File: src/include/mm_ram_macros.svh
// address map, widths and status codes of the simulation memory, included by RTL and checker
`ifndef MM_RAM_MACROS_SVH
`define MM_RAM_MACROS_SVH

// byte-address width of the RAM, 64 KiB
`define MM_RAM_ADDR_WIDTH 16

// width of one instruction fetch line in bits
`define MM_INSTR_WIDTH 128

// timer registers
`define MM_ADDR_TIMER_MASK 32'h1500_0000
`define MM_ADDR_TIMER_COUNT 32'h1500_0004

// test-status and exit registers
`define MM_ADDR_STATUS 32'h2000_0000
`define MM_ADDR_EXIT 32'h2000_0004

// value written to the status register by a passing test
`define MM_STATUS_PASS_CODE 32'd123456789

// value written to the status register by a failing test
`define MM_STATUS_FAIL_CODE 32'd1

// interrupt id of the timer, also the mask bit that enables it
`define MM_TIMER_IRQ_ID 7

`endif

File: src/logic/mm_ram_pkg.sv
// shared data types of the simulation memory, imported by the RTL modules
package mm_ram_pkg;

    // one data-port word
    typedef logic [31:0] word_t;

    // byte enable of a data word
    typedef logic [3:0] byte_en_t;

    // interrupt id as acknowledged by the core
    typedef logic [5:0] irq_id_t;

    // where a data request lands
    typedef enum logic [2:0] {
        TGT_RAM         = 3'd0,
        TGT_TIMER_MASK  = 3'd1,
        TGT_TIMER_COUNT = 3'd2,
        TGT_STATUS      = 3'd3,
        TGT_EXIT        = 3'd4,
        TGT_NONE        = 3'd5
    } data_target_t;

endpackage

File: src/logic/mm_addr_decode.sv
// data-port decoder, routes each request to RAM or a peripheral and returns rvalid and read data
`timescale 1ns/1ps
`include "mm_ram_macros.svh"

module mm_addr_decode (
    input  logic                             clk_i,
    input  logic                             rst_ni,

    // data port from the core
    input  logic                             data_req_i,
    input  mm_ram_pkg::word_t                data_addr_i,
    input  logic                             data_we_i,
    input  mm_ram_pkg::byte_en_t             data_be_i,
    input  mm_ram_pkg::word_t                data_wdata_i,
    output logic                             data_gnt_o,
    output logic                             data_rvalid_o,
    output mm_ram_pkg::word_t                data_rdata_o,

    // RAM data port
    output logic                             ram_req_o,
    output logic                             ram_we_o,
    output logic [`MM_RAM_ADDR_WIDTH-1:0]    ram_addr_o,
    output mm_ram_pkg::word_t                ram_wdata_o,
    output mm_ram_pkg::byte_en_t             ram_be_o,
    input  mm_ram_pkg::word_t                ram_rdata_i,

    // peripheral writes
    output logic                             timer_mask_we_o,
    output logic                             timer_count_we_o,
    output logic                             status_we_o,
    output logic                             exit_we_o,
    output mm_ram_pkg::word_t                per_wdata_o
);
    import mm_ram_pkg::*;

    // everything below this byte address is RAM
    localparam word_t RAM_BYTES = word_t'(1) << `MM_RAM_ADDR_WIDTH;

    data_target_t target;
    logic         per_write;

    // response stage
    logic         rvalid_q;
    logic         rd_ram_q;

    always_comb begin
        target = TGT_NONE;
        if (data_addr_i < RAM_BYTES) begin
            target = TGT_RAM;
        end else if (data_addr_i == `MM_ADDR_TIMER_MASK) begin
            target = TGT_TIMER_MASK;
        end else if (data_addr_i == `MM_ADDR_TIMER_COUNT) begin
            target = TGT_TIMER_COUNT;
        end else if (data_addr_i == `MM_ADDR_STATUS) begin
            target = TGT_STATUS;
        end else if (data_addr_i == `MM_ADDR_EXIT) begin
            target = TGT_EXIT;
        end
    end

    // every request is accepted at once, whatever its target
    assign data_gnt_o = data_req_i;

    assign ram_req_o   = data_req_i && (target == TGT_RAM);
    assign ram_we_o    = data_we_i;
    assign ram_addr_o  = data_addr_i[`MM_RAM_ADDR_WIDTH-1:0];
    assign ram_wdata_o = data_wdata_i;
    assign ram_be_o    = data_be_i;

    // peripherals are write only, unmapped writes fall through
    assign per_write        = data_req_i && data_we_i;
    assign timer_mask_we_o  = per_write && (target == TGT_TIMER_MASK);
    assign timer_count_we_o = per_write && (target == TGT_TIMER_COUNT);
    assign status_we_o      = per_write && (target == TGT_STATUS);
    assign exit_we_o        = per_write && (target == TGT_EXIT);
    assign per_wdata_o      = data_wdata_i;

    // one cycle response for reads and writes alike
    always_ff @(posedge clk_i or negedge rst_ni) begin
        if (!rst_ni) begin
            rvalid_q <= 1'b0;
            rd_ram_q <= 1'b0;
        end else begin
            rvalid_q <= data_req_i;
            rd_ram_q <= data_req_i && !data_we_i && (target == TGT_RAM);
        end
    end

    assign data_rvalid_o = rvalid_q;

    // only RAM returns data, any other read gives zero
    assign data_rdata_o = rd_ram_q ? ram_rdata_i : '0;

endmodule

File: config.mk
export PLATFORM = sky130hd
export DESIGN_NAME = mm_addr_decode
export DESIGN_NICKNAME = d
export VERILOG_FILES = /design/src/logic/mm_ram_pkg.sv /design/src/logic/mm_addr_decode.sv
export VERILOG_INCLUDE_DIRS = /design/src /design/src/include
export SDC_FILE = /design/constraint.sdc
export NUM_CORES = 1
export LEC_CHECK = 0
export BUFFER_PORTS_ARGS = -buffer_cell sky130_fd_sc_hd__buf_4
export CAP_MARGIN = 40
export CORE_AREA = 2 2 89 91
export DETAILED_ROUTE_END_ITERATION = 12
export DIE_AREA = 0 0 91 93
export SLEW_MARGIN = 5
export SYNTH_ARGS = -nofsm -noshare
export SYNTH_HDL_FRONTEND = slang
export SYNTH_SLANG_ARGS = --single-unit
File: constraint.sdc
create_clock -name clk_i -period 1.35 [get_ports clk_i]
set_input_delay 0.135 -clock clk_i [delete_from_list [all_inputs] [get_ports clk_i]]
set_output_delay 0.135 -clock clk_i [all_outputs]
set_load 0.005 [all_outputs]
==> metrics.md <==
| Metric | Value |
|---|---|
| Cell Area, Placed | `approximately 1500 sq um` |
| Placed insts | `~290` |
| Max frequency | `roughly 750 MHz` |
| Total gr overflow | `0` |
| RD Place Congestion | `between 0.6 and 0.7` |
| Most used DFF post-synth | `dfrtp_1` |
| Total Routing Usage GR | `~7.5%` |
| Commonest non-fill, non-tap cell in the layout | `buf_4` |
| CP cell instances | `buf_4 > nor4_4 > buf_4 > nand2_2 > nor4_4 > buf_4` |
| Leak pwr | `between 0.0008 and 0.0009 uW` |
| Min-Delay Path Class | `primary input to flip-flop` |
| Tmin final | `~1.3 ns` |
| Top delay family on crit path | `simple AND/OR/NAND/NOR gates` |
| Mapped Area | `approximately 1100 sq um` |
| Synth Register Bits | `2` |
| Internal Power | `approximately 440 uW` |
| Sw power | `about 130 uW` |
| H-Tree Depth | `1` |
| Syn Nets | `250` |
| Worst endpoint required time | `1.22 ns` |
| Hpwl dp | `about 3100 microns` |
| Final Max Slew Viols | `0` |
| Post-Route WL | `approximately 3700 microns` |
| Seq pwr share | `11.0%` |
| Vias/cell | `3.56` |
| # DRC | `0` |
| CP Launch Type | `primary input` |
| # rows | `32` |
| Placeable Area | `roughly 7500 sq um` |
| Hold wc startpoint | `data_req_i` |
| First DRT Iteration DRCs | `14` |
| Largest net degree at the start of global routing | `33` |
| Max_slew headroom | `between 80% and 90%` |
| M3 GR Usage | `roughly 4.5%` |
| MaxCap Viol Count | `0` |
| Status | `completed` |
| Slowest Stage Delay on Critical Path | `~0.28 ns` |
| Critical path's slowest cell | `nor4_4` |
| Fin cells | `294` |
| Port Buffers | `~120` |
| WL/cell | `between 10 and 15 microns` |
| Pwr/cell area | `327 nW/um^2` |
| CP max FO | `2` |
| Syn Area/Cell | `7.57 sq um` |
| Most frequent cells in the layout | `buf_4, and2_1, nor4_4, buf_6` |
| Cell area after layout | `approximately 1700 sq um` |
| Final ANT Viol Nets | `0` |
| Die Height | `approximately 93 microns` |
| Number of global-route vias before repair | `about 1100` |
| Post-synthesis sequential area ratio | `~4.5%` |
| Initial antenna violation count | `0` |
| Peak VDD IR | `0.347 mV` |
| CP arrival | `between 1 and 1.5 ns` |
| Grt met1 use | `between 7 and 8%` |
| Power, Total | `between 500 and 600 uW` |
| CTS root buffer | `clkbuf_8` |
| Clk sinks | `2` |
| Worst Path Buf+Inv | `3` |
| Clk pwr share | `41.8%` |
| Antenna cell count | `0` |
| Synth Instances | `between 100 and 150` |
| Met2 Resource Use GR | `around an eighth` |
| Worst setup path class | `primary input to output pin` |
| Die area | `roughly 8500 sq um` |
| Comb power frac | `47.1%` |
| Initial Utilization | `between 10% and 20%` |
| Sw frac | `a little under a quarter` |
| Total CTS buffers | `3` |
| Synth Warn # | `0` |
| I/O Pins | `roughly 230` |
| Busiest grt layer | `met2` |
| Cell depth of the worst setup path | `6` |
| RSZ-0062 raised after global routing | `true` |
| Layout Nets | `298` |
| Final hold violations | `0` |
| Clk buf depth | `2` |
| Hold Path Sink | `data_rvalid_o` |
| Fin Setup TNS | `0 ns` |
| Vias after detailed routing | `roughly 1000` |
| Final setup fails | `0` |
| Critical path endpoint category | `output pin` |
| First-pass GRT wire length | `5060 microns` |
| Area Overhead vs Synth | `56.6%` |
| Clock slew at reported path FFs | `0.03 ns` |
| DR pass1 iterations | `2` |
| Crit path top cell by count | `buf_4` |
| Tcrit/Tclk final | `between 90% and 100%` |
| Cell variety after synth | `16` |
| CTS tree | `done` |
| Layout cells sized above 1 | `about three quarters` |
| Worst Hold Depth | `1` |
| Die extent in x | `between 90 and 100 microns` |
| Hold WS | `roughly 0.076 ns` |
| Worst slew pin tran | `around 0.25 ns` |
| EDFF count, synth | `0` |
| Post-synth ARST share | `100%` |
[kinds of logic (layout without fill, tap and decap cells)]
kind of cell           after synthesis  count (layout)  synth area share [%]
DFF                                  2               2                  4.53
and+or+nand+nor                     55              55                  36.0
buffers and inverters               89             135                  59.5
[cell usage after synthesis, types with 2 or more instances]
cell	instances	share of area, %
buf_4	86	58
and2_1	32	18
nor4_1	5	2.8
clkbuf_1	3	1.0
nor2_1	3	1.0
nor4_4	3	5.8
dfrtp_1	2	4.5
nand3_1	2	0.91
nand3b_1	2	1.4
nor3_1	2	0.91
[power by group through the flow]
stage	clock (uW)	combinational, uW	sequential (uW)
3_5_place_dp	0	248	63.0
2_1_floorplan	0	222	63.2
3_3_place_gp	0	246	63.2
5_1_grt	246	286	62.5
4_1_cts	246	257	62.4
6_report	237	267	62.4
[state kept, by name, summed over array words and instances, names as in the netlist]
| name | flops |
|---|---|
| data_rvalid_o | 1 |
| rd_ram_q | 1 |
[area by class of cell]
class / instances / area, sq um
repair buffers: 132 / 1020
fillers: 846 / 5800
clock buffers: 3 / 41.3
well taps: 102 / 128
flip-flops and latches: 2 / 53.8
multi-input cells: 55 / 484
[how the worst max path moves through the flow]
| stage | from | slack [ns] | to |
|---|---|---|---|
| floorplan | data_addr_i[15] | 0.31 | timer_count_we_o |
| global placement | data_addr_i[9] | -0.12 | timer_mask_we_o |
| detailed placement | data_addr_i[9] | -0.14 | timer_count_we_o |
| CTS | data_addr_i[9] | -0.03 | timer_mask_we_o |
| global route | data_addr_i[10] | -0.05 | timer_count_we_o |
| finish | data_addr_i[27] | 0.02 | exit_we_o |
[per-stage QoR]
step                setup slack [ns]  util [%]
floorplan                      0.314         -
global placement              -0.116      20.4
detailed placement            -0.141      20.4
CTS                          -0.0309      21.6
global route                 -0.0495      23.0
finish                        0.0199      23.0
[per-layer routing]
layer | routed length [microns] | up-vias
met5 | 0 | -
met1 | 1230 | 445
met2 | 1830 | 125
li1 | - | 474
met3 | 576 | 4
met4 | 16 | 0
[what timing repair did]
item                                    4_1_cts  5_1_grt
gates cloned                                  0        0
resized for setup                             6       16
endpoints found under the setup margin       36       35
endpoints found under the hold margin         2        0
buffers inserted                              1        2
hold buffers                                  1        0
pin swaps                                     4       10
(Power assumes the default switching activity.)
