===== config.mk =====
export PLATFORM = sky130hd
export DESIGN_NAME = mm_test_status
export DESIGN_NICKNAME = d
export VERILOG_FILES = /design/src/logic/mm_ram_pkg.sv /design/src/logic/mm_test_status.sv
export VERILOG_INCLUDE_DIRS = /design/src /design/src/include
export SDC_FILE = /design/constraint.sdc
export NUM_CORES = 1
export LEC_CHECK = 0
export BUFFER_PORTS_ARGS = -buffer_cell sky130_fd_sc_hd__buf_4
export CORE_MARGIN = 3
export CORE_UTILIZATION = 24
export DETAILED_ROUTE_END_ITERATION = 12
export PLACE_DENSITY_LB_ADDON = 0.3
export RECOVER_POWER = 50
export SETUP_SLACK_MARGIN = 0.5
export SLEW_MARGIN = 20
export SYNTH_ARGS = -nofsm -noshare
export SYNTH_HDL_FRONTEND = slang
export SYNTH_SLANG_ARGS = --single-unit

===== constraint.sdc =====
create_clock -name vclk -period 0.9
set_input_delay 0.135 -clock vclk [all_inputs]
set_output_delay 0.135 -clock vclk [all_outputs]
set_load 0.02 [all_outputs]

===== src/include/mm_ram_macros.svh =====
// address map, widths and status codes of the simulation memory, included by RTL and checker
`ifndef MM_RAM_MACROS_SVH
`define MM_RAM_MACROS_SVH

// byte-address width of the RAM, 64 KiB
`define MM_RAM_ADDR_WIDTH 16

// width of one instruction fetch line in bits
`define MM_INSTR_WIDTH 128

// timer registers
`define MM_ADDR_TIMER_MASK 32'h1500_0000
`define MM_ADDR_TIMER_COUNT 32'h1500_0004

// test-status and exit registers
`define MM_ADDR_STATUS 32'h2000_0000
`define MM_ADDR_EXIT 32'h2000_0004

// value written to the status register by a passing test
`define MM_STATUS_PASS_CODE 32'd123456789

// value written to the status register by a failing test
`define MM_STATUS_FAIL_CODE 32'd1

// interrupt id of the timer, also the mask bit that enables it
`define MM_TIMER_IRQ_ID 7

`endif


===== src/logic/mm_ram_pkg.sv =====
// shared data types of the simulation memory, imported by the RTL modules
package mm_ram_pkg;

    // one data-port word
    typedef logic [31:0] word_t;

    // byte enable of a data word
    typedef logic [3:0] byte_en_t;

    // interrupt id as acknowledged by the core
    typedef logic [5:0] irq_id_t;

    // where a data request lands
    typedef enum logic [2:0] {
        TGT_RAM         = 3'd0,
        TGT_TIMER_MASK  = 3'd1,
        TGT_TIMER_COUNT = 3'd2,
        TGT_STATUS      = 3'd3,
        TGT_EXIT        = 3'd4,
        TGT_NONE        = 3'd5
    } data_target_t;

endpackage


===== src/logic/mm_test_status.sv =====
// decodes writes to the test-status and exit registers into pass, fail and exit signals
`timescale 1ns/1ps
`include "mm_ram_macros.svh"

module mm_test_status (
    input  logic                status_we_i,
    input  logic                exit_we_i,
    input  mm_ram_pkg::word_t   wdata_i,
    output logic                tests_passed_o,
    output logic                tests_failed_o,
    output logic                exit_valid_o,
    output mm_ram_pkg::word_t   exit_value_o
);

    // status codes other than pass or fail are ignored
    always_comb begin
        tests_passed_o = status_we_i && (wdata_i == `MM_STATUS_PASS_CODE);
        tests_failed_o = status_we_i && (wdata_i == `MM_STATUS_FAIL_CODE);
    end

    // exit code is only meaningful while exit_valid_o is high
    always_comb begin
        exit_valid_o = exit_we_i;
        exit_value_o = exit_we_i ? wdata_i : '0;
    end

endmodule


==> out/qor.yml, run 1 <==
ys_seq_area_frac: 0
synth_top_area_frac: 0.564
synthCells: 54
pin_count: 69
synth_top_family_by_area: "simple AND/OR/NAND/NOR gates"
place_congestion: 0.793
ys_top_cells_by_count: "and2_1 (31), nor4_1 (5), nand4_1 (4), clkbuf_1 (3), nor3_1 (2)"
synth_xor_area_frac: 0
die_y_um: 43.9
hold_buffers: 0
syn_area_per_cell_um2: 6.37
status: "stopped before the end"
rows: 13
syn_area_um2: 344
yosysTopAreaCell: "and2_1"
synth_warnings: 0
synth_compound_area_frac: 0
synth_mux_area_frac: 0
stop_stage: "clock tree synthesis"
yosys.cell_count.top_type: "and2_1"
die_x_um: 43.9
port_buffers: 69
cts_setup_buffers: 1
dp.final_hpwl_um: 1570
synthSimpleGateAreaFrac: 0.945
synth_area_leaders: "and2_1 (56%), nor4_1 (9.1%), nand4_1 (7.3%)"
tool.error: "[ERROR DPL-0038] Utilization greater than 100%, impossible to legalize"
synth_fa_ha_area_frac: 0
syn_nets: 88
synth_cell_type_count: 14
initial_core_util: 0.261
cts_resized: 76
## logic make-up after synthesis
kind of cell | count (synthesis)
buffers and inverters | 4
and+or+nand+nor | 50
## per-stage QoR
step	setup TNS [ns]	util	setup WS (ns)	instances	instance area (µm²)
global placement	-0.934	0.770	-0.467	141	1010
floorplan	-0.469	-	-0.241	54	478
detailed placement	-1.00	0.770	-0.506	141	1010
==> inputs of run 2 (changes only) <==
--- a/config.mk
+++ b/config.mk
@@ -7,12 +7,11 @@
 export NUM_CORES = 1
 export LEC_CHECK = 0
 export BUFFER_PORTS_ARGS = -buffer_cell sky130_fd_sc_hd__buf_4
-export CORE_MARGIN = 3
-export CORE_UTILIZATION = 24
+export CORE_AREA = 3 3 64 66
 export DETAILED_ROUTE_END_ITERATION = 12
-export PLACE_DENSITY_LB_ADDON = 0.3
+export DIE_AREA = 0 0 67 69
+export PLACE_DENSITY_LB_ADDON = 0.15
 export RECOVER_POWER = 50
-export SETUP_SLACK_MARGIN = 0.5
 export SLEW_MARGIN = 20
 export SYNTH_ARGS = -nofsm -noshare
 export SYNTH_HDL_FRONTEND = slang
==> constraint.sdc (replaced) <==
create_clock -name vclk -period 1.2
set_input_delay 0.18 -clock vclk [all_inputs]
set_output_delay 0.18 -clock vclk [all_outputs]
set_load 0.02 [all_outputs]
==> run 2 against run 1 <==
  * The flow now finishes, with violations (setup timing)
  * Area after synthesis unchanged
  * Synthesized cell count did not move
==> out/qor.yml, run 2 <==
leakage_nw: 0.534
relSlewSlack: 0.699
critPathArrivalTime_ns: 1.18
crit_path_top_delay_cell: "or4_4"
max_freq_ghz: 0.734
syn_area_um2: 344  # unchanged
hp-start: "wdata_i[31]"
violations: "setup timing"
cp_cell_sequence: "buf_8 -> nand4_4 -> or4_4 -> nor3_4 -> buf_6"
first_global_vias: 678
path_buf_inv: 2
min_to: "exit_value_o[31]"
finalCriticalPeriod_ns: 1.36
internal_power_w: 0.000204
synth_top_area_frac: 0.564  # unchanged
p_per_area_mw_per_mm2: 347
p_comb_frac: 1.000
seq_area_um2: 0
die_area_mm2: 0.00462
dr.first_iter.drc_count: 16
grt_pass1_wl_um: 2830
place_congestion: 0.617  # was 0.793
die_y_um: 69  # was 43.9 µm
nNetsFinal: 161
post_drt_wl_per_cell_um: 10.8
period_share: 1.14
fp.coreArea_mm2: 0.00363
hold_slack_ns: 0.675
p_switching_w: 0.000173
initial_core_util: 0.0947  # was 0.261
required_ns: 1.02
syn_area_per_cell_um2: 6.37  # unchanged
antenna_left: 0
status: "finished with violations"  # was stopped before the end
sw_frac_of_total: 0.460
grt_overflow: 0
synth_area_leaders: "and2_1 (56%), nor4_1 (9.1%), nand4_1 (7.3%)"  # unchanged
num_vias: 667
design.seq.count: 0
finalSetupViolCount: 2
yosysTopAreaCell: "and2_1"  # unchanged
worstSetupPathType: "primary input to output pin"
n_clock_buffer: 0
synthCells: 54  # unchanged
track_usage: 0.0718
wirelength_um: 1880
grt_max_degree: 34
startpoint_type: "primary input"
crit_family: "simple AND/OR/NAND/NOR gates"
rsz0062_at_grt: "yes"
ys_seq_area_frac: 0  # unchanged
fin_util: 0.299
syn_nets: 88  # unchanged
cp-end-kind: "output pin"
min_path_cells: 3
max-vdd-ir-drop_v: 0.0000846
dp.final_hpwl_um: 1540  # was 1570 µm
pin_count: 69  # unchanged
port_buffers: 69  # unchanged
final_common_cell: "buf_4"
cts_setup_buffers: 0  # was 1
first_pass_iters: 4
ys_top_cells_by_count: "and2_1 (31), nor4_1 (5), nand4_1 (4), clkbuf_1 (3), nor3_1 (2)"  # unchanged
path_max_fanout: 3
via_per_inst: 3.86
drv_slew: 0
cpPeakStageDelay_ns: 0.53
layout_common_cells: "buf_4 (55), and2_1 (30), buf_6 (15), nand4_1 (4), nor4_1 (3)"
antenna_found_initial: 0
power_frac_seq: 0
drive_gt1_frac: 0.680
synth_cell_type_count: 14  # unchanged
p_clk_frac: 0
drc: 0
n_antenna_cell: 0
n_fill_cell: 388
hp-class: "primary input to output pin"
setup_slack_ns: -0.163
hold_viol: 0
die_x_um: 67  # was 43.9 µm
synth_warnings: 0  # unchanged
worstMarginPinSlew_ns: 0.451
yosys.cell_count.top_type: "and2_1"  # unchanged
area_growth_pct: 216
rows: 22  # was 13
drv_cap: 0
-- run 2: repair_timing --
action / CTS / global route
hold buffers: 0 / 0
endpoints found under the setup margin: 2 / 2
gates resized for setup: 20 / 7
pin swaps: 9 / 4
-- run 2: cell families after synthesis --
kind of cell	share of synthesized area
AND/OR/NAND/NOR	0.945
buffers and inverters	0.0546
-- run 2: layout make-up --
cell class | instances | area (µm²) | area share
Tap cell | 48 | 60.1 | 0.0552
Timing Repair Buffer | 75 | 627 | 0.577
Multi-Input combinational cell | 50 | 400 | 0.368
-- run 2: worst max-delay path by stage --
stage	start	end	depth (start not counted)
global placement	wdata_i[29]	tests_failed_o	6
CTS	wdata_i[15]	tests_passed_o	5
detailed placement	wdata_i[29]	tests_failed_o	6
global route	wdata_i[1]	tests_passed_o	6
floorplan	wdata_i[17]	tests_passed_o	3
finish	wdata_i[15]	tests_passed_o	5
-- run 2: through the flow --
stage                     instance area [µm²]  setup TNS (ns)  worst slack [ns]  total power [W]  cells
after floorplan                           365         -0.0488           -0.0306         0.000138     54
after global placement                    977          -0.749            -0.375         0.000349    174
after detailed placement                  977          -0.707            -0.354         0.000349    174
after CTS                                1060          -0.361            -0.188         0.000374    173
after global routing                     1090          -0.590            -0.228         0.000406    173
final                                    1090          -0.325            -0.163         0.000377    173
-- run 2: per-layer routing --
metal | GRT usage | vias up | wire length, µm
li1 | - | 332 | -
met1 | 0.0762 | 284 | 663
met2 | 0.147 | 51 | 906
met3 | 0.0130 | 0 | 306
met4 | 0 | 0 | 0
met5 | 0 | - | 0
-- run 2: power groups by stage --
stage / Combinational, W / Sequential (W) / Clock (W)
after floorplan: 0.000138 / 0 / 0
after global placement: 0.000349 / 0 / 0
after detailed placement: 0.000349 / 0 / 0
after CTS: 0.000374 / 0 / 0
after global routing: 0.000406 / 0 / 0
final: 0.000377 / 0 / 0
No activity file was read; power rests on OpenSTA's default activity.
==> inputs of run 3 (changes only) <==
--- a/config.mk
+++ b/config.mk
@@ -6,12 +6,14 @@
 export SDC_FILE = /design/constraint.sdc
 export NUM_CORES = 1
 export LEC_CHECK = 0
+export ABC_AREA = 1
 export BUFFER_PORTS_ARGS = -buffer_cell sky130_fd_sc_hd__buf_4
 export CORE_AREA = 3 3 64 66
 export DETAILED_ROUTE_END_ITERATION = 12
 export DIE_AREA = 0 0 67 69
 export PLACE_DENSITY_LB_ADDON = 0.15
 export RECOVER_POWER = 50
+export SETUP_SLACK_MARGIN = 0.3
 export SLEW_MARGIN = 20
 export SYNTH_ARGS = -nofsm -noshare
 export SYNTH_HDL_FRONTEND = slang
==> run 3 against run 2 <==
  * The run now ends clean
  * First-iteration DRC count is 25% lower
  * Wire length is 2.0% lower
  * Die area stayed put
  * Sequential cell count stayed put
  * Power is 8.9% lower
  * Via count is 22% higher
  * Critical path type unchanged
==> out/qor.yml, run 3 <==
drv_slew: 0  # unchanged
cp_cell_sequence: "buf_4 -> nor2_1 -> nand2_1 -> nor2_4 -> nand3_2 -> nor2_4 -> buf_6"  # was buf_8 -> nand4_4 -> or4_4 -> nor3_4 -> buf_6
startpoint_type: "primary input"  # unchanged
worstSetupPathType: "primary input to output pin"  # unchanged
finalSetupViolCount: 0  # was 2
finalNonFillerCells: 234  # was 173
power.total_w: 0.000343  # was 0.000377 W
ys_seq_area_frac: 0  # unchanged
placed_cells: 234  # was 174
drive_gt1_frac: 0.360  # was 0.680
finalSetupTns_ns: 0  # was -0.325 ns
seq_area_um2: 0  # unchanged
max_freq_ghz: 0.896  # was 0.734 GHz
track_usage: 0.0699  # was 0.0718
drv_cap: 0  # unchanged
wirelength_um: 1840  # was 1880 µm
port_buffers: 69  # unchanged
hold_slack_ns: 0.640  # was 0.675 ns
relSlewSlack: 0.785  # was 0.699
yosysTopAreaCell: "nand2_1"  # was and2_1
num_vias: 816  # was 667
min_path_cells: 4  # was 3
crit_path_top_delay_cell: "nor2_4"  # was or4_4
die_y_um: 69  # unchanged
hold_viol: 0  # unchanged
critPathArrivalTime_ns: 0.94  # was 1.18 ns
synth_area_leaders: "nand2_1 (35%), inv_1 (32%), nor2_1 (13%)"  # was and2_1 (56%), nor4_1 (9.1%), nand4_1 (7.3%)
layout_common_cells: "buf_4 (48), nand2_1 (46), inv_1 (41), clkbuf_1 (16), nor2_1 (11)"  # was buf_4 (55), and2_1 (30), buf_6 (15), nand4_1 (4), nor4_1 (3)
post_drt_wl_per_cell_um: 7.85  # was 10.8 µm
grt_pass1_wl_um: 2860  # was 2830 µm
synth_top_area_frac: 0.354  # was 0.564
synth_warnings: 0  # unchanged
dr.first_iter.drc_count: 12  # was 16
rows: 22  # unchanged
cp-end-kind: "output pin"  # unchanged
path_max_fanout: 2  # was 3
first_global_vias: 754  # was 678
crit_family: "simple AND/OR/NAND/NOR gates"  # unchanged
first_pass_iters: 2  # was 4
hp-start: "wdata_i[13]"  # was wdata_i[31]
n_clock_buffer: 0  # unchanged
design.seq.count: 0  # unchanged
dp.final_hpwl_um: 1580  # was 1540 µm
n_antenna_cell: 0  # unchanged
antenna_found_initial: 0  # unchanged
yosys.cell_count.top_type: "nand2_1"  # was and2_1
syn_area_um2: 488  # was 344 µm²
finalCriticalPeriod_ns: 1.12  # was 1.36 ns
syn_area_per_cell_um2: 4.03  # was 6.37 µm²
n_fill_cell: 443  # was 388
period_share: 0.931  # was 1.14
grt_max_degree: 34  # unchanged
initial_core_util: 0.134  # was 0.0947
area_growth_pct: 115  # was 216%
min_to: "exit_value_o[13]"  # was exit_value_o[31]
synthCells: 121  # was 54
path_buf_inv: 2  # unchanged
nNetsFinal: 222  # was 161
status: "completed"  # was finished with violations
fin_util: 0.289  # was 0.299
via_per_inst: 3.49  # was 3.86
path_common_cell: "nor2_4"
p_per_area_mw_per_mm2: 328  # was 347 mW/mm²
die_area_mm2: 0.00462  # unchanged
leakage_nw: 0.725  # was 0.534 nW
max-vdd-ir-drop_v: 0.0000798  # was 0.0000846 V
cpPeakStageDelay_ns: 0.14  # was 0.53 ns
grt_overflow: 0  # unchanged
die_x_um: 67  # unchanged
rsz0062_at_grt: "yes"  # unchanged
fp.coreArea_mm2: 0.00363  # unchanged
synth_cell_type_count: 12  # was 14
syn_nets: 155  # was 88
place_congestion: 0.679  # was 0.617
required_ns: 1.02  # about the same
final_common_cell: "buf_4"  # unchanged
worstMarginPinSlew_ns: 0.323  # was 0.451 ns
pin_count: 69  # unchanged
ys_top_cells_by_count: "nand2_1 (46), inv_1 (41), nor2_1 (17), nand3_1 (4)"  # was and2_1 (31), nor4_1 (5), nand4_1 (4), clkbuf_1 (3), nor3_1 (2)
drc: 0  # unchanged
antenna_left: 0  # unchanged
hp-class: "primary input to output pin"  # unchanged
multi_input_area_um2: 362  # was 400 µm²
-- run 3: cell types whose count changed in the layout (fill, tap and decap cells not counted), sizes merged, moves of 16 or more --
cell / delta
nor2: +19
clkbuf: +16
nand2: +46
inv: +41
and2: -31
buf: -22
-- run 3: cell families after synthesis --
family        synth area share
simple gates             0.639
buf+inv                  0.362
-- run 3: power breakdown --
group | switching (W) | total, W | internal (W)
Combinational | 0.000189 | 0.000343 | 0.000155
Sequential | 0 | 0 | 0
Clock | 0 | 0 | 0
-- run 3: area by class of cell --
type,instances,share of cell area
Multi-Input combinational cell,76,0.345
Tap cell,48,0.0573
Inverter,41,0.147
Timing Repair Buffer,69,0.451
-- run 3: tightest hold or removal path, stage by stage --
cell and delay (ns):
buf_6 0.07, nand2_1 0.04, inv_1 0.04, buf_4 0.13
-- run 3: worst max path at each step --
stage	from	end	cells past startpoint
final	wdata_i[1]	tests_failed_o	7
after global routing	wdata_i[28]	tests_passed_o	6
after floorplan	wdata_i[13]	tests_failed_o	4
after global placement	wdata_i[13]	tests_passed_o	6
after detailed placement	wdata_i[13]	tests_passed_o	6
after CTS	wdata_i[12]	tests_passed_o	6
-- run 3: per-layer routing --
metal  global-route usage  routed length, µm  up-vias
li1                     -                  -      457
met1               0.0869                732      318
met2                0.131                832       41
met3              0.00977                273        0
met4                    0                  0        0
met5                    0                  0        -
-- run 3: what timing repair did --
action                                  CTS  global route
endpoints found under the hold margin     0             0
gates resized for setup                   8             6
cloned                                    0             0
endpoints found under the setup margin   34            22
hold buffers                              0             0
setup buffers                             0             0
pin swaps                                 6             4
-- run 3: stage by stage --
stage	instance area, µm²	setup WS, ns
after CTS	1100	0.0479
after detailed placement	1070	-0.00367
after global routing	1050	0.0285
final	1050	0.0834
after floorplan	513	0.239
after global placement	1070	0.00271
