<file path="config.mk">
export PLATFORM = sky130hd
export DESIGN_NAME = mm_timer
export DESIGN_NICKNAME = d
export VERILOG_FILES = /design/src/logic/mm_ram_pkg.sv /design/src/logic/mm_timer.sv
export VERILOG_INCLUDE_DIRS = /design/src /design/src/include
export SDC_FILE = /design/constraint.sdc
export NUM_CORES = 1
export LEC_CHECK = 0
export BUFFER_PORTS_ARGS = -buffer_cell sky130_fd_sc_hd__buf_4
export CORE_UTILIZATION = 35
export DETAILED_ROUTE_END_ITERATION = 6
export GPL_TIMING_DRIVEN = 0
export PLACE_DENSITY_LB_ADDON = 0.2
export SYNTH_ARGS = -nofsm -noshare
export SYNTH_HDL_FRONTEND = slang
export SYNTH_SLANG_ARGS = --single-unit
</file>
<file path="constraint.sdc">
create_clock -name clk_i -period 3.4 [get_ports clk_i]
set_input_delay 0.68 -clock clk_i [delete_from_list [all_inputs] [get_ports clk_i]]
set_output_delay 0.68 -clock clk_i [all_outputs]
set_load 0.02 [all_outputs]
</file>
<file path="src/include/mm_ram_macros.svh">
// address map, widths and status codes of the simulation memory, included by RTL and checker
`ifndef MM_RAM_MACROS_SVH
`define MM_RAM_MACROS_SVH

// byte-address width of the RAM, 64 KiB
`define MM_RAM_ADDR_WIDTH 16

// width of one instruction fetch line in bits
`define MM_INSTR_WIDTH 128

// timer registers
`define MM_ADDR_TIMER_MASK 32'h1500_0000
`define MM_ADDR_TIMER_COUNT 32'h1500_0004

// test-status and exit registers
`define MM_ADDR_STATUS 32'h2000_0000
`define MM_ADDR_EXIT 32'h2000_0004

// value written to the status register by a passing test
`define MM_STATUS_PASS_CODE 32'd123456789

// value written to the status register by a failing test
`define MM_STATUS_FAIL_CODE 32'd1

// interrupt id of the timer, also the mask bit that enables it
`define MM_TIMER_IRQ_ID 7

`endif

</file>
<file path="src/logic/mm_ram_pkg.sv">
// shared data types of the simulation memory, imported by the RTL modules
package mm_ram_pkg;

    // one data-port word
    typedef logic [31:0] word_t;

    // byte enable of a data word
    typedef logic [3:0] byte_en_t;

    // interrupt id as acknowledged by the core
    typedef logic [5:0] irq_id_t;

    // where a data request lands
    typedef enum logic [2:0] {
        TGT_RAM         = 3'd0,
        TGT_TIMER_MASK  = 3'd1,
        TGT_TIMER_COUNT = 3'd2,
        TGT_STATUS      = 3'd3,
        TGT_EXIT        = 3'd4,
        TGT_NONE        = 3'd5
    } data_target_t;

endpackage

</file>
<file path="src/logic/mm_timer.sv">
// countdown timer with an interrupt mask, raises the timer interrupt until the core acknowledges it
`timescale 1ns/1ps
`include "mm_ram_macros.svh"

module mm_timer (
    input  logic                    clk_i,
    input  logic                    rst_ni,
    input  logic                    mask_we_i,
    input  logic                    count_we_i,
    input  mm_ram_pkg::word_t       wdata_i,
    input  logic                    irq_ack_i,
    input  mm_ram_pkg::irq_id_t     irq_id_i,
    output logic                    irq_timer_o
);
    import mm_ram_pkg::*;

    // only the timer bit of the mask register has an effect
    logic  mask_q;
    word_t count_q;
    logic  irq_q;
    logic  timer_write;
    logic  expire;
    logic  ack;

    assign timer_write = mask_we_i || count_we_i;

    // counter steps from 1 to 0 on this edge
    assign expire = !timer_write && (count_q == word_t'(1));

    assign ack = irq_ack_i && (irq_id_i == irq_id_t'(`MM_TIMER_IRQ_ID));

    always_ff @(posedge clk_i or negedge rst_ni) begin
        if (!rst_ni) begin
            mask_q  <= 1'b0;
            count_q <= '0;
            irq_q   <= 1'b0;
        end else begin
            // a mask write wins over a count write
            if (mask_we_i) begin
                mask_q <= wdata_i[`MM_TIMER_IRQ_ID];
            end else if (count_we_i) begin
                count_q <= wdata_i;
            end else if (count_q != '0) begin
                count_q <= count_q - word_t'(1);
            end

            // acknowledge has priority over a new expiry
            if (ack) begin
                irq_q <= 1'b0;
            end else if (expire && mask_q) begin
                irq_q <= 1'b1;
            end
        end
    end

    assign irq_timer_o = irq_q;

endmodule

</file>
==> impl_results.md, run 1 <==
- Outcome: finished, final reports clean
- Critical Path Max Stage Delay: 1050 ps
- Max-slew headroom: 0.1420
- Layout Nets: 366
- Lkg Pwr: 0.001088 uW
- RSZ-0062 raised after global routing: no
- Post-synth ARST share: 1.000
- CTS tree: built
- Sequential area share after synthesis: 0.3696
- Total clock sinks: 34
- DR vias: 2428
- Setup Buffers After CTS: 0
- Clock Tree Buf Depth: 2
- Setup ws final: 780.8 ps
- Die height: 83.11 microns
- PwrDens: 417.6 nW/um^2
- Mapped Avg Cell Area: 8.433 sq um
- Max Clk Rate: 0.3818 GHz
- DRC Markers: 0
- Total global routing overflow: 0
- Via density: 6.085
- PortBufs: 41
- Inserted Clock Buffers: 5
- Later-pin clock latency in the skew report: 300 ps
- Worst R2R Path Depth: 5
- Worst-Margin Slew: 1275 ps
- Tot GR Track Use: 0.2280
- PostCTS Resize Cnt: 0
- Synth Net Count: 318
- Final Skew: 7.005 ps
- Final worst-path cycle share: 0.7704
- Final setup vio count: 0
- Overall power: 1168 uW
- Initial antenna violation count: 0
- Iter 0 DRT Violations: 162
- Crit path arrival time: 2780 ps
- Ranking of synthesized cells by area: dfrtp_1 (37%), o21ai_0 (8.0%), nor2_1 (4.6%)
- R2r startpoint: count_q[2]$_DFFE_PN0P_
- Initial core utilization: 0.3626
- Yosys warning count: 0
- Min cycle time layout: 2619 ps
- Gate Count Post-Synth: 273
- Post-Syn Area: 2302 sq um
- Routability Congestion: 0.8706
- N_diodes: 0
- Hold Violations, Final: 0
- Crit-path slowest cell: nor4_1
- Top cell type's share of synthesized area: 0.3696
- Largest net degree at the start of global routing: 35
- HPWL Detailed: 5235 microns
- Clk slew on worst S/H paths: 80 ps
- I/O pin cnt: 44
- Area growth syn-to-layout: 21.52%
- Pre-CTS setup slack: 859.5 ps
- First-pass GRT wire length: 12450 microns
- CTS Root Cell: clkbuf_8
- Yosys top cell by area: dfrtp_1
- Total Wirelength: 7449 microns
- Critical Path RT: 3560 ps
- Area of the multi-input gates: 1303 sq um
- Post-synth EDFFs: 0
- Cts hold-fix bufs: 0
- CP Capture Type: flop
- Core ar.: 6350 sq um
- CP Launch Type: flop
- Routed len/inst: 18.67 microns
- CP max FO: 9
- Final Slew Violations: 0
- Bufs and invs on worst path: 1
- Post-placement cell area: 2706 sq um
- Vias in the first global route: 2419
- Yosys reg bits: 34
- Fillers: 644
- R2R Setup Slk: 780 ps
- CP delay by family, top: simple AND/OR/NAND/NOR gates
- Main synth FF type: dfrtp_1
- Worst-path cell chain: buf_6, nor4_1, nand3_1, o311ai_0, o21ai_1
- Hold Crit Class: in2async
- Hold slack final: 312.5 ps
- H-tree levels: 2
- Total of max-cap violations: 0
- Setup Crit Path Kind: reg2reg
- Fin Setup TNS: 0 ps
- Width of the die: 83.11 microns
- Peak supply drop: 0.0001576 V
- Routed Antenna Nets: 0
- Storage cell area: 850.8 sq um
- Worst reg2reg path endpoint: count_q[29]$_DFFE_PN0P_
- DIE AREA: 6906 sq um
- Layout cells sized above 1: 0.2174
- Post-route cell area: 2798 sq um
- Rows: 29
- Post-synth cell types: 50
- Drt first pass iters: 5
-- sequential cells by signal (all words and copies together), names as in the netlist --
signal       count
count_q         32
irq_timer_o      1
mask_q           1
-- cell usage after synthesis, types with 2 or more instances --
cell / instances
o21ai_0: 37
dfrtp_1: 34
nor2_1: 28
a21oi_1: 20
nand2_1: 15
nor3_1: 13
nor4_1: 12
clkbuf_1: 10
a22oi_1: 9
nand3_1: 8
buf_6: 7
inv_1: 6
or3_1: 6
nand4_1: 5
a31oi_1: 4
o311ai_0: 4
or4_1: 4
a32oi_1: 3
and3_1: 3
nor4_2: 3
o211ai_1: 3
o22ai_1: 3
and4_1: 2
buf_2: 2
ha_1: 2
mux2i_1: 2
nor4b_1: 2
o21ai_1: 2
o22a_1: 2
o2bb2ai_1: 2
-- cells in the final DEF (no fill, tap or decap), drive strengths merged, types with 4 or more instances in the layout --
master | synthesis | final
o21ai | 39 | 39
buf | 9 | 50
nor3 | 14 | 14
nand4 | 5 | 5
o311ai | 4 | 4
clkbuf | 10 | 17
inv | 6 | 6
or4 | 5 | 5
nand2 | 15 | 15
or3 | 7 | 7
a21oi | 20 | 20
nand3 | 8 | 8
nor4 | 16 | 16
a22oi | 9 | 9
nor2 | 28 | 28
a31oi | 4 | 4
dfrtp | 34 | 34
-- power breakdown --
part | internal, uW | switching (uW) | leakage, uW
clock | 164 | 166 | 0.0000482
sequential | 461 | 73.7 | 0.000415
combinational | 134 | 171 | 0.000624
-- final cells by class --
| cell class | count | area share |
|---|---|---|
| sequential | 34 | 0.3041 |
| buffer | 19 | 0.04517 |
| tap | 77 | 0.03444 |
| clock buffer | 7 | 0.03086 |
| multi-input combinational | 214 | 0.4656 |
| timing repair buffer | 41 | 0.1100 |
| inverter | 6 | 0.008050 |
| clock inverter | 1 | 0.001789 |
-- worst max path at each step --
| stage | startpoint | endpoint | slack [ps] | cells after the start |
|---|---|---|---|---|
| 2_1_floorplan | count_q[2]$_DFFE_PN0P_ | count_q[27]$_DFFE_PN0P_ | 1270 | 6 |
| 3_3_place_gp | count_q[0]$_DFFE_PN0P_ | count_q[20]$_DFFE_PN0P_ | 870 | 7 |
| 3_5_place_dp | count_q[0]$_DFFE_PN0P_ | count_q[20]$_DFFE_PN0P_ | 860 | 7 |
| 4_1_cts | count_q[0]$_DFFE_PN0P_ | count_q[20]$_DFFE_PN0P_ | 850 | 7 |
| 5_1_grt | count_q[0]$_DFFE_PN0P_ | count_q[20]$_DFFE_PN0P_ | 620 | 7 |
| 6_report | count_q[2]$_DFFE_PN0P_ | count_q[29]$_DFFE_PN0P_ | 780 | 5 |
-- worst reg2reg max path: cells and delay by family (launching register included) --
| kind | cells | cell delay, ps |
|---|---|---|
| AOI/OAI and AO/OA | 2 | 500 |
| buffers and inverters | 1 | 140 |
| DFF | 1 | 380 |
| and+or+nand+nor | 2 | 1460 |
-- cells by family after synthesis --
logic type / Yosys count / synth area share
AOI/OAI and AO/OA: 99 / 0.2696
adders and majority gates: 2 / 0.01087
buffers and inverters: 25 / 0.06468
DFF: 34 / 0.3696
muxes: 2 / 0.008696
and+or+nand+nor: 111 / 0.2766
-- metal layers --
metal,GRT usage,wire length (microns),up-vias
met5,0,0,-
met2,0.3659,3427,99
met1,0.3107,3372,1166
li1,-,-,1155
met3,0.04473,558,8
met4,0.06740,91,0
-- per-stage QoR --
stage | util | std cells
2_1_floorplan | - | 273
3_3_place_gp | 0.4262 | 391
3_5_place_dp | 0.4262 | 391
4_1_cts | 0.4406 | 399
5_1_grt | 0.4406 | 399
6_report | 0.4406 | 399
Note: power is estimated with default switching activity, not from simulation.
==> run 2: changes to the inputs <==
==> constraint.sdc (replaced) <==
create_clock -name clk_i -period 2.7 [get_ports clk_i]
set_input_delay 0.54 -clock clk_i [delete_from_list [all_inputs] [get_ports clk_i]]
set_output_delay 0.54 -clock clk_i [all_outputs]
set_load 0.02 [all_outputs]
==> impl_results.md, run 2 (same netlist as run 1, synthesis figures left out) <==
- Outcome: finished, final reports clean (unchanged)
- DR vias: 2463 (was 2428)
- R2R Setup Slk: 160 ps (was 780 ps)
- CP Capture Type: flop (unchanged)
- Final setup vio count: 0 (unchanged)
- Final worst-path cycle share: 0.9417 (was 0.7704)
- Layout Nets: 369 (was 366)
- PortBufs: 41 (unchanged)
- Vias in the first global route: 2419 (unchanged)
- Total clock sinks: 34 (unchanged)
- RSZ-0062 raised after global routing: yes (was no)
- Worst R2R Path Depth: 7 (was 5)
- Total Wirelength: 7484 microns (was 7449 microns)
- CP Launch Type: flop (unchanged)
- Inserted Clock Buffers: 5 (unchanged)
- Rows: 29 (unchanged)
- N_diodes: 0 (unchanged)
- CTS tree: built (unchanged)
- Tot GR Track Use: 0.2280 (unchanged)
- Cells after DPL: 391 (unchanged)
- First-pass GRT wire length: 12450 microns (unchanged)
- Final Slew Violations: 0 (unchanged)
- Most common cell after layout, fill and taps aside: buf_4 (unchanged)
- Layout cells sized above 1: 0.2277 (was 0.2174)
- Area of the multi-input gates: 1309 sq um (was 1303 sq um)
- Hold Crit Class: in2async (unchanged)
- Setup Crit Path Kind: reg2reg (unchanged)
- Worst reg2reg path endpoint: count_q[14]$_DFFE_PN0P_ (was count_q[29]$_DFFE_PN0P_)
- Iter 0 DRT Violations: 258 (was 162)
- Via density: 6.127 (was 6.085)
- Later-pin clock latency in the skew report: 300 ps (about the same)
- Total global routing overflow: 0 (unchanged)
- DIE AREA: 6906 sq um (unchanged)
- R2r startpoint: count_q[0]$_DFFE_PN0P_ (was count_q[2]$_DFFE_PN0P_)
- Crit path arrival time: 2700 ps (was 2780 ps)
- Routed len/inst: 18.62 microns (was 18.67 microns)
- Drt first pass iters: 5 (unchanged)
- Area growth syn-to-layout: 22.77% (was 21.52%)
- Most frequent cells in the layout: buf_4 (44), o21ai_0 (37), dfrtp_1 (34) (was buf_4 (41), o21ai_0 (37), dfrtp_1 (34))
- Largest reg by FF count: count_q (unchanged)
- Routability Congestion: 0.8706 (unchanged)
- DRC Markers: 0 (unchanged)
- Fillers: 643 (was 644)
- Width of the die: 83.11 microns (unchanged)
- Hold Violations, Final: 0 (unchanged)
- Routed Antenna Nets: 0 (unchanged)
- Min cycle time layout: 2543 ps (was 2619 ps)
- Post-Layout Cell Count: 402 (was 399)
- Final Skew: 5.668 ps (was 7.005 ps)
- PwrDens: 521.2 nW/um^2 (was 417.6 nW/um^2)
- CP max FO: 10 (was 9)
- Die height: 83.11 microns (unchanged)
- Largest net degree at the start of global routing: 35 (unchanged)
- Clock Tree Buf Depth: 2 (unchanged)
- HPWL Detailed: 5235 microns (unchanged)
- Core ar.: 6350 sq um (unchanged)
- Initial antenna violation count: 0 (unchanged)
- Max reg flops: 32 (unchanged)
- Hold slack final: 177.4 ps (was 312.5 ps)
- Total of max-cap violations: 0 (unchanged)
- Lkg Pwr: 0.001101 uW (was 0.001088 uW)
- Max Clk Rate: 0.3933 GHz (was 0.3818 GHz)
- Initial core utilization: 0.3626 (unchanged)
- Fin Setup TNS: 0 ps (unchanged)
- Storage cell area: 850.8 sq um (unchanged)
- Pre-CTS setup slack: 159.5 ps (was 859.5 ps)
- CTS Root Cell: clkbuf_8 (unchanged)
- Clk slew on worst S/H paths: 80 ps (about the same)
- Peak supply drop: 0.0001962 V (was 0.0001576 V)
- I/O pin cnt: 44 (unchanged)
- Worst-Margin Slew: 774.5 ps (was 1275 ps)
- Setup ws final: 157.4 ps (was 780.8 ps)
- H-tree levels: 2 (unchanged)
- Critical Path RT: 2850 ps (was 3560 ps)
- Max-slew headroom: 0.4794 (was 0.1420)
run 2: cell count changes in the layout (fill, tap and decap cells not counted):
cell / before / now
nor4_1: 12 / 11
buf_4: 41 / 44
nor4_2: 3 / 4
run 2: cell type report:
| class | instances | area share |
|---|---|---|
| multi-input combinational | 214 | 0.4630 |
| sequential | 34 | 0.3010 |
| timing repair buffer | 44 | 0.1169 |
| buffer | 19 | 0.04471 |
| tap | 77 | 0.03409 |
| clock buffer | 7 | 0.03054 |
| inverter | 6 | 0.007968 |
| clock inverter | 1 | 0.001771 |
run 2: layer usage:
layer | share of wire | global-route usage
met1 | 0.46 | 0.3107
met2 | 0.46 | 0.3659
met3 | 0.064 | 0.04473
met4 | 0.013 | 0.06740
met5 | 0 | 0
run 2: worst max-delay path by stage:
stage / cells past startpoint / end / startpoint / slack (ps)
6_report: 7 / count_q[14]$_DFFE_PN0P_ / count_q[0]$_DFFE_PN0P_ / 160
5_1_grt: 8 / count_q[8]$_DFFE_PN0P_ / count_q[0]$_DFFE_PN0P_ / -10
4_1_cts: 7 / count_q[20]$_DFFE_PN0P_ / count_q[0]$_DFFE_PN0P_ / 150
3_5_place_dp: 7 / count_q[20]$_DFFE_PN0P_ / count_q[0]$_DFFE_PN0P_ / 160
3_3_place_gp: 7 / count_q[20]$_DFFE_PN0P_ / count_q[0]$_DFFE_PN0P_ / 170
2_1_floorplan: 6 / count_q[27]$_DFFE_PN0P_ / count_q[2]$_DFFE_PN0P_ / 570
run 2: per-stage QoR:
| step | power, uW | utilization | cell area, sq um |
|---|---|---|---|
| after floorplan | 912.3 | - | 2302 |
| after global placement | 1054 | 0.4262 | 2706 |
| after detailed placement | 1058 | 0.4262 | 2706 |
| after CTS | 1474 | 0.4406 | 2798 |
| after global routing | 1557 | 0.4451 | 2826 |
| final | 1473 | 0.4451 | 2826 |
run 2: power breakdown:
group | leakage (uW) | internal [uW] | switching, uW | total, uW
sequential | 0.000415 | 580 | 93.7 | 674
combinational | 0.000637 | 170 | 215 | 385
clock | 0.0000482 | 206 | 208 | 414
total | 0.00110 | 957 | 517 | 1470
run 2: repair_timing:
| action | CTS | global route |
|---|---|---|
| hold buffers | 0 | 0 |
| setup buffers | 0 | 3 |
| gates resized for setup | 0 | 1 |
| endpoints found under the setup margin | 0 | 3 |
run 2: critical path, cell delays in order, from the launching register on:
cell and delay (ps):
dfrtp_1 440, inv_1 140, ha_1 220, nor3b_2 420
and4_1 350, a31o_2 190, clkbuf_1 440, o21ai_0 190
==> run 3: changes to the inputs <==
--- a/config.mk
+++ b/config.mk
@@ -7,7 +7,7 @@
 export NUM_CORES = 1
 export LEC_CHECK = 0
 export BUFFER_PORTS_ARGS = -buffer_cell sky130_fd_sc_hd__buf_4
-export CORE_UTILIZATION = 35
+export CORE_UTILIZATION = 55
 export DETAILED_ROUTE_END_ITERATION = 6
 export GPL_TIMING_DRIVEN = 0
 export PLACE_DENSITY_LB_ADDON = 0.2
==> impl_results.md, run 3 (same netlist as run 1, synthesis figures left out) <==
- Peak supply drop: 0.0003771 V (was 0.0001962 V)
- Iter 0 DRT Violations: 265 (was 258)
- Routability Congestion: 0.9310 (was 0.8706)
- Drt first pass iters: 7 (was 5)
- CP Capture Type: flop (unchanged)
- Layout cells sized above 1: 0.2270 (was 0.2277)
- Critical Path RT: 2870 ps (was 2850 ps)
- Lkg Pwr: 0.001115 uW (was 0.001101 uW)
- CTS Root Cell: clkbuf_8 (unchanged)
- Cells after DPL: 364 (was 391)
- Hold Violations, Final: 0 (unchanged)
- Clock power share: 0.275 (was 0.281)
- Post-Layout Cell Count: 376 (was 402)
- Die height: 66.70 microns (was 83.11 microns)
- DRC Markers: 0 (unchanged)
- Crit path arrival time: 2690 ps (was 2700 ps)
- RSZ-0062 raised after global routing: no (was yes)
- Rows: 23 (was 29)
- Initial antenna violation count: 0 (unchanged)
- Sw frac: 0.3557 (was 0.3507)
- Storage cell area: 850.8 sq um (unchanged)
- Total clock sinks: 34 (unchanged)
- Total of max-cap violations: 0 (unchanged)
- Width of the die: 66.70 microns (was 83.11 microns)
- PortBufs: 41 (unchanged)
- Inserted Clock Buffers: 5 (unchanged)
- Outcome: finished, final reports clean (unchanged)
- DIE AREA: 4449 sq um (was 6906 sq um)
- Max reg flops: 32 (unchanged)
- Area of the multi-input gates: 1318 sq um (was 1309 sq um)
- Tot GR Track Use: 0.3610 (was 0.2280)
- Clock Tree Buf Depth: 2 (unchanged)
- Hold Crit Class: in2async (unchanged)
- Routed len/inst: 19.77 microns (was 18.62 microns)
- PwrDens: 533.1 nW/um^2 (was 521.2 nW/um^2)
- DR vias: 2586 (was 2463)
- Initial core utilization: 0.5755 (was 0.3626)
- Final setup vio count: 0 (unchanged)
- Min cycle time layout: 2519 ps (was 2543 ps)
- Net Sw Power: 532.7 uW (was 516.7 uW)
- Final Slew Violations: 0 (unchanged)
- CP Launch Type: flop (unchanged)
- Via density: 6.878 (was 6.127)
- Most common cell after layout, fill and taps aside: buf_4 (unchanged)
- I/O pin cnt: 44 (unchanged)
- Total global routing overflow: 0 (unchanged)
- HPWL Detailed: 4859 microns (was 5235 microns)
- Layout Nets: 370 (was 369)
- Max-slew headroom: 0.1840 (was 0.4794)
- Worst-Margin Slew: 1213 ps (was 774.5 ps)
- Fillers: 319 (was 643)
- First-pass GRT wire length: 11590 microns (was 12450 microns)
- Post-placement cell area: 2673 sq um (was 2706 sq um)
- Post-route cell area: 2809 sq um (was 2826 sq um)
- Setup Crit Path Kind: reg2reg (unchanged)
- Most frequent cells in the layout: buf_4 (45), o21ai_0 (37), dfrtp_1 (34) (was buf_4 (44), o21ai_0 (37), dfrtp_1 (34))
- Comb power frac: 0.273 (was 0.261)
- Overall power: 1497 uW (was 1473 uW)
- Final worst-path cycle share: 0.9331 (was 0.9417)
- Final Skew: 11.46 ps (was 5.668 ps)
- Total Wirelength: 7434 microns (was 7484 microns)
- CP max FO: 9 (was 10)
- Largest net degree at the start of global routing: 35 (unchanged)
- CTS tree: built (unchanged)
- Clk slew on worst S/H paths: 80 ps (about the same)
- Largest reg by FF count: count_q (unchanged)
- Internal Power: 964.7 uW (was 956.6 uW)
- Area growth syn-to-layout: 22.01% (was 22.77%)
- Fin Setup TNS: 0 ps (unchanged)
- Vias in the first global route: 2373 (was 2419)
- Max Clk Rate: 0.3969 GHz (was 0.3933 GHz)
- Core ar.: 4000 sq um (was 6350 sq um)
- Routed Antenna Nets: 0 (unchanged)
- Share of power burned in registers: 0.452 (was 0.458)
- N_diodes: 0 (unchanged)
- Later-pin clock latency in the skew report: 300 ps (about the same)
- H-tree levels: 2 (unchanged)
## run 3: changes by cell type in the layout (fill, tap and decap cells not counted)
cell     delta
buf_4       +1
nor3b_2     -1
nor3b_4     +1
nor4_1      +1
nor4_2      -2
nor4_4      +1
## run 3: final timing paths
path | start | to | slack, ps | cells after the start
hold reg to reg | mask_q$_DFFE_PN0P_ | mask_q$_DFFE_PN0P_ | 490 | 2
max in group asynchronous | rst_ni | count_q[7]$_DFFE_PN0P_ | 2190 | 1
hold / removal | rst_ni | count_q[0]$_DFFE_PN0P_ | 170 | 1
setup / recovery | count_q[2]$_DFFE_PN0P_ | count_q[29]$_DFFE_PN0P_ | 180 | 5
setup reg to reg | count_q[2]$_DFFE_PN0P_ | count_q[29]$_DFFE_PN0P_ | 180 | 5
min in group clk_i | wdata_i[7] | mask_q$_DFFE_PN0P_ | 460 | 3
## run 3: power groups by stage
stage | sequential, uW | combinational [uW] | clock, uW
after floorplan | 657 | 255 | 0
final | 676 | 410 | 412
after global placement | 676 | 371 | 0
after CTS | 670 | 383 | 413
after detailed placement | 679 | 381 | 0
after global routing | 685 | 448 | 439
## run 3: what timing repair did
item,4_1_cts,5_1_grt
endpoints found under the hold margin,0,0
gates resized for setup,0,2
setup endpoints to repair,0,18
hold buffers,0,0
setup buffers,0,4
## run 3: area by class of cell
cell class	count	share of cell area
Buffer	19	0.04499
Clock buffer	7	0.03074
Clock inverter	1	0.001782
Inverter	6	0.008018
Multi-Input combinational cell	214	0.4690
Sequential cell	34	0.3029
Tap cell	50	0.02227
Timing Repair Buffer	45	0.1203
## run 3: layer usage
metal  GRT usage  share of wire
met4      0.1436          0.030
met2      0.5518           0.45
met5           0              0
met3      0.1164           0.12
met1      0.4678           0.40
## run 3: worst max-delay path, stage by stage (launching register included)
cell	delay [ps]
dfrtp_1	380
buf_6	140
nor4_1	1000
nand3_1	380
o311ai_0	380
o21ai_1	110
## run 3: through the flow
stage	hold slack (ps)	setup WS, ps	utilization
floorplan	244.4	565.5	-
global placement	460.8	171.4	0.6681
detailed placement	466.1	99.74	0.6681
CTS	197.5	81.08	0.6910
global route	210.6	55.54	0.7022
finish	174.1	180.6	0.7022
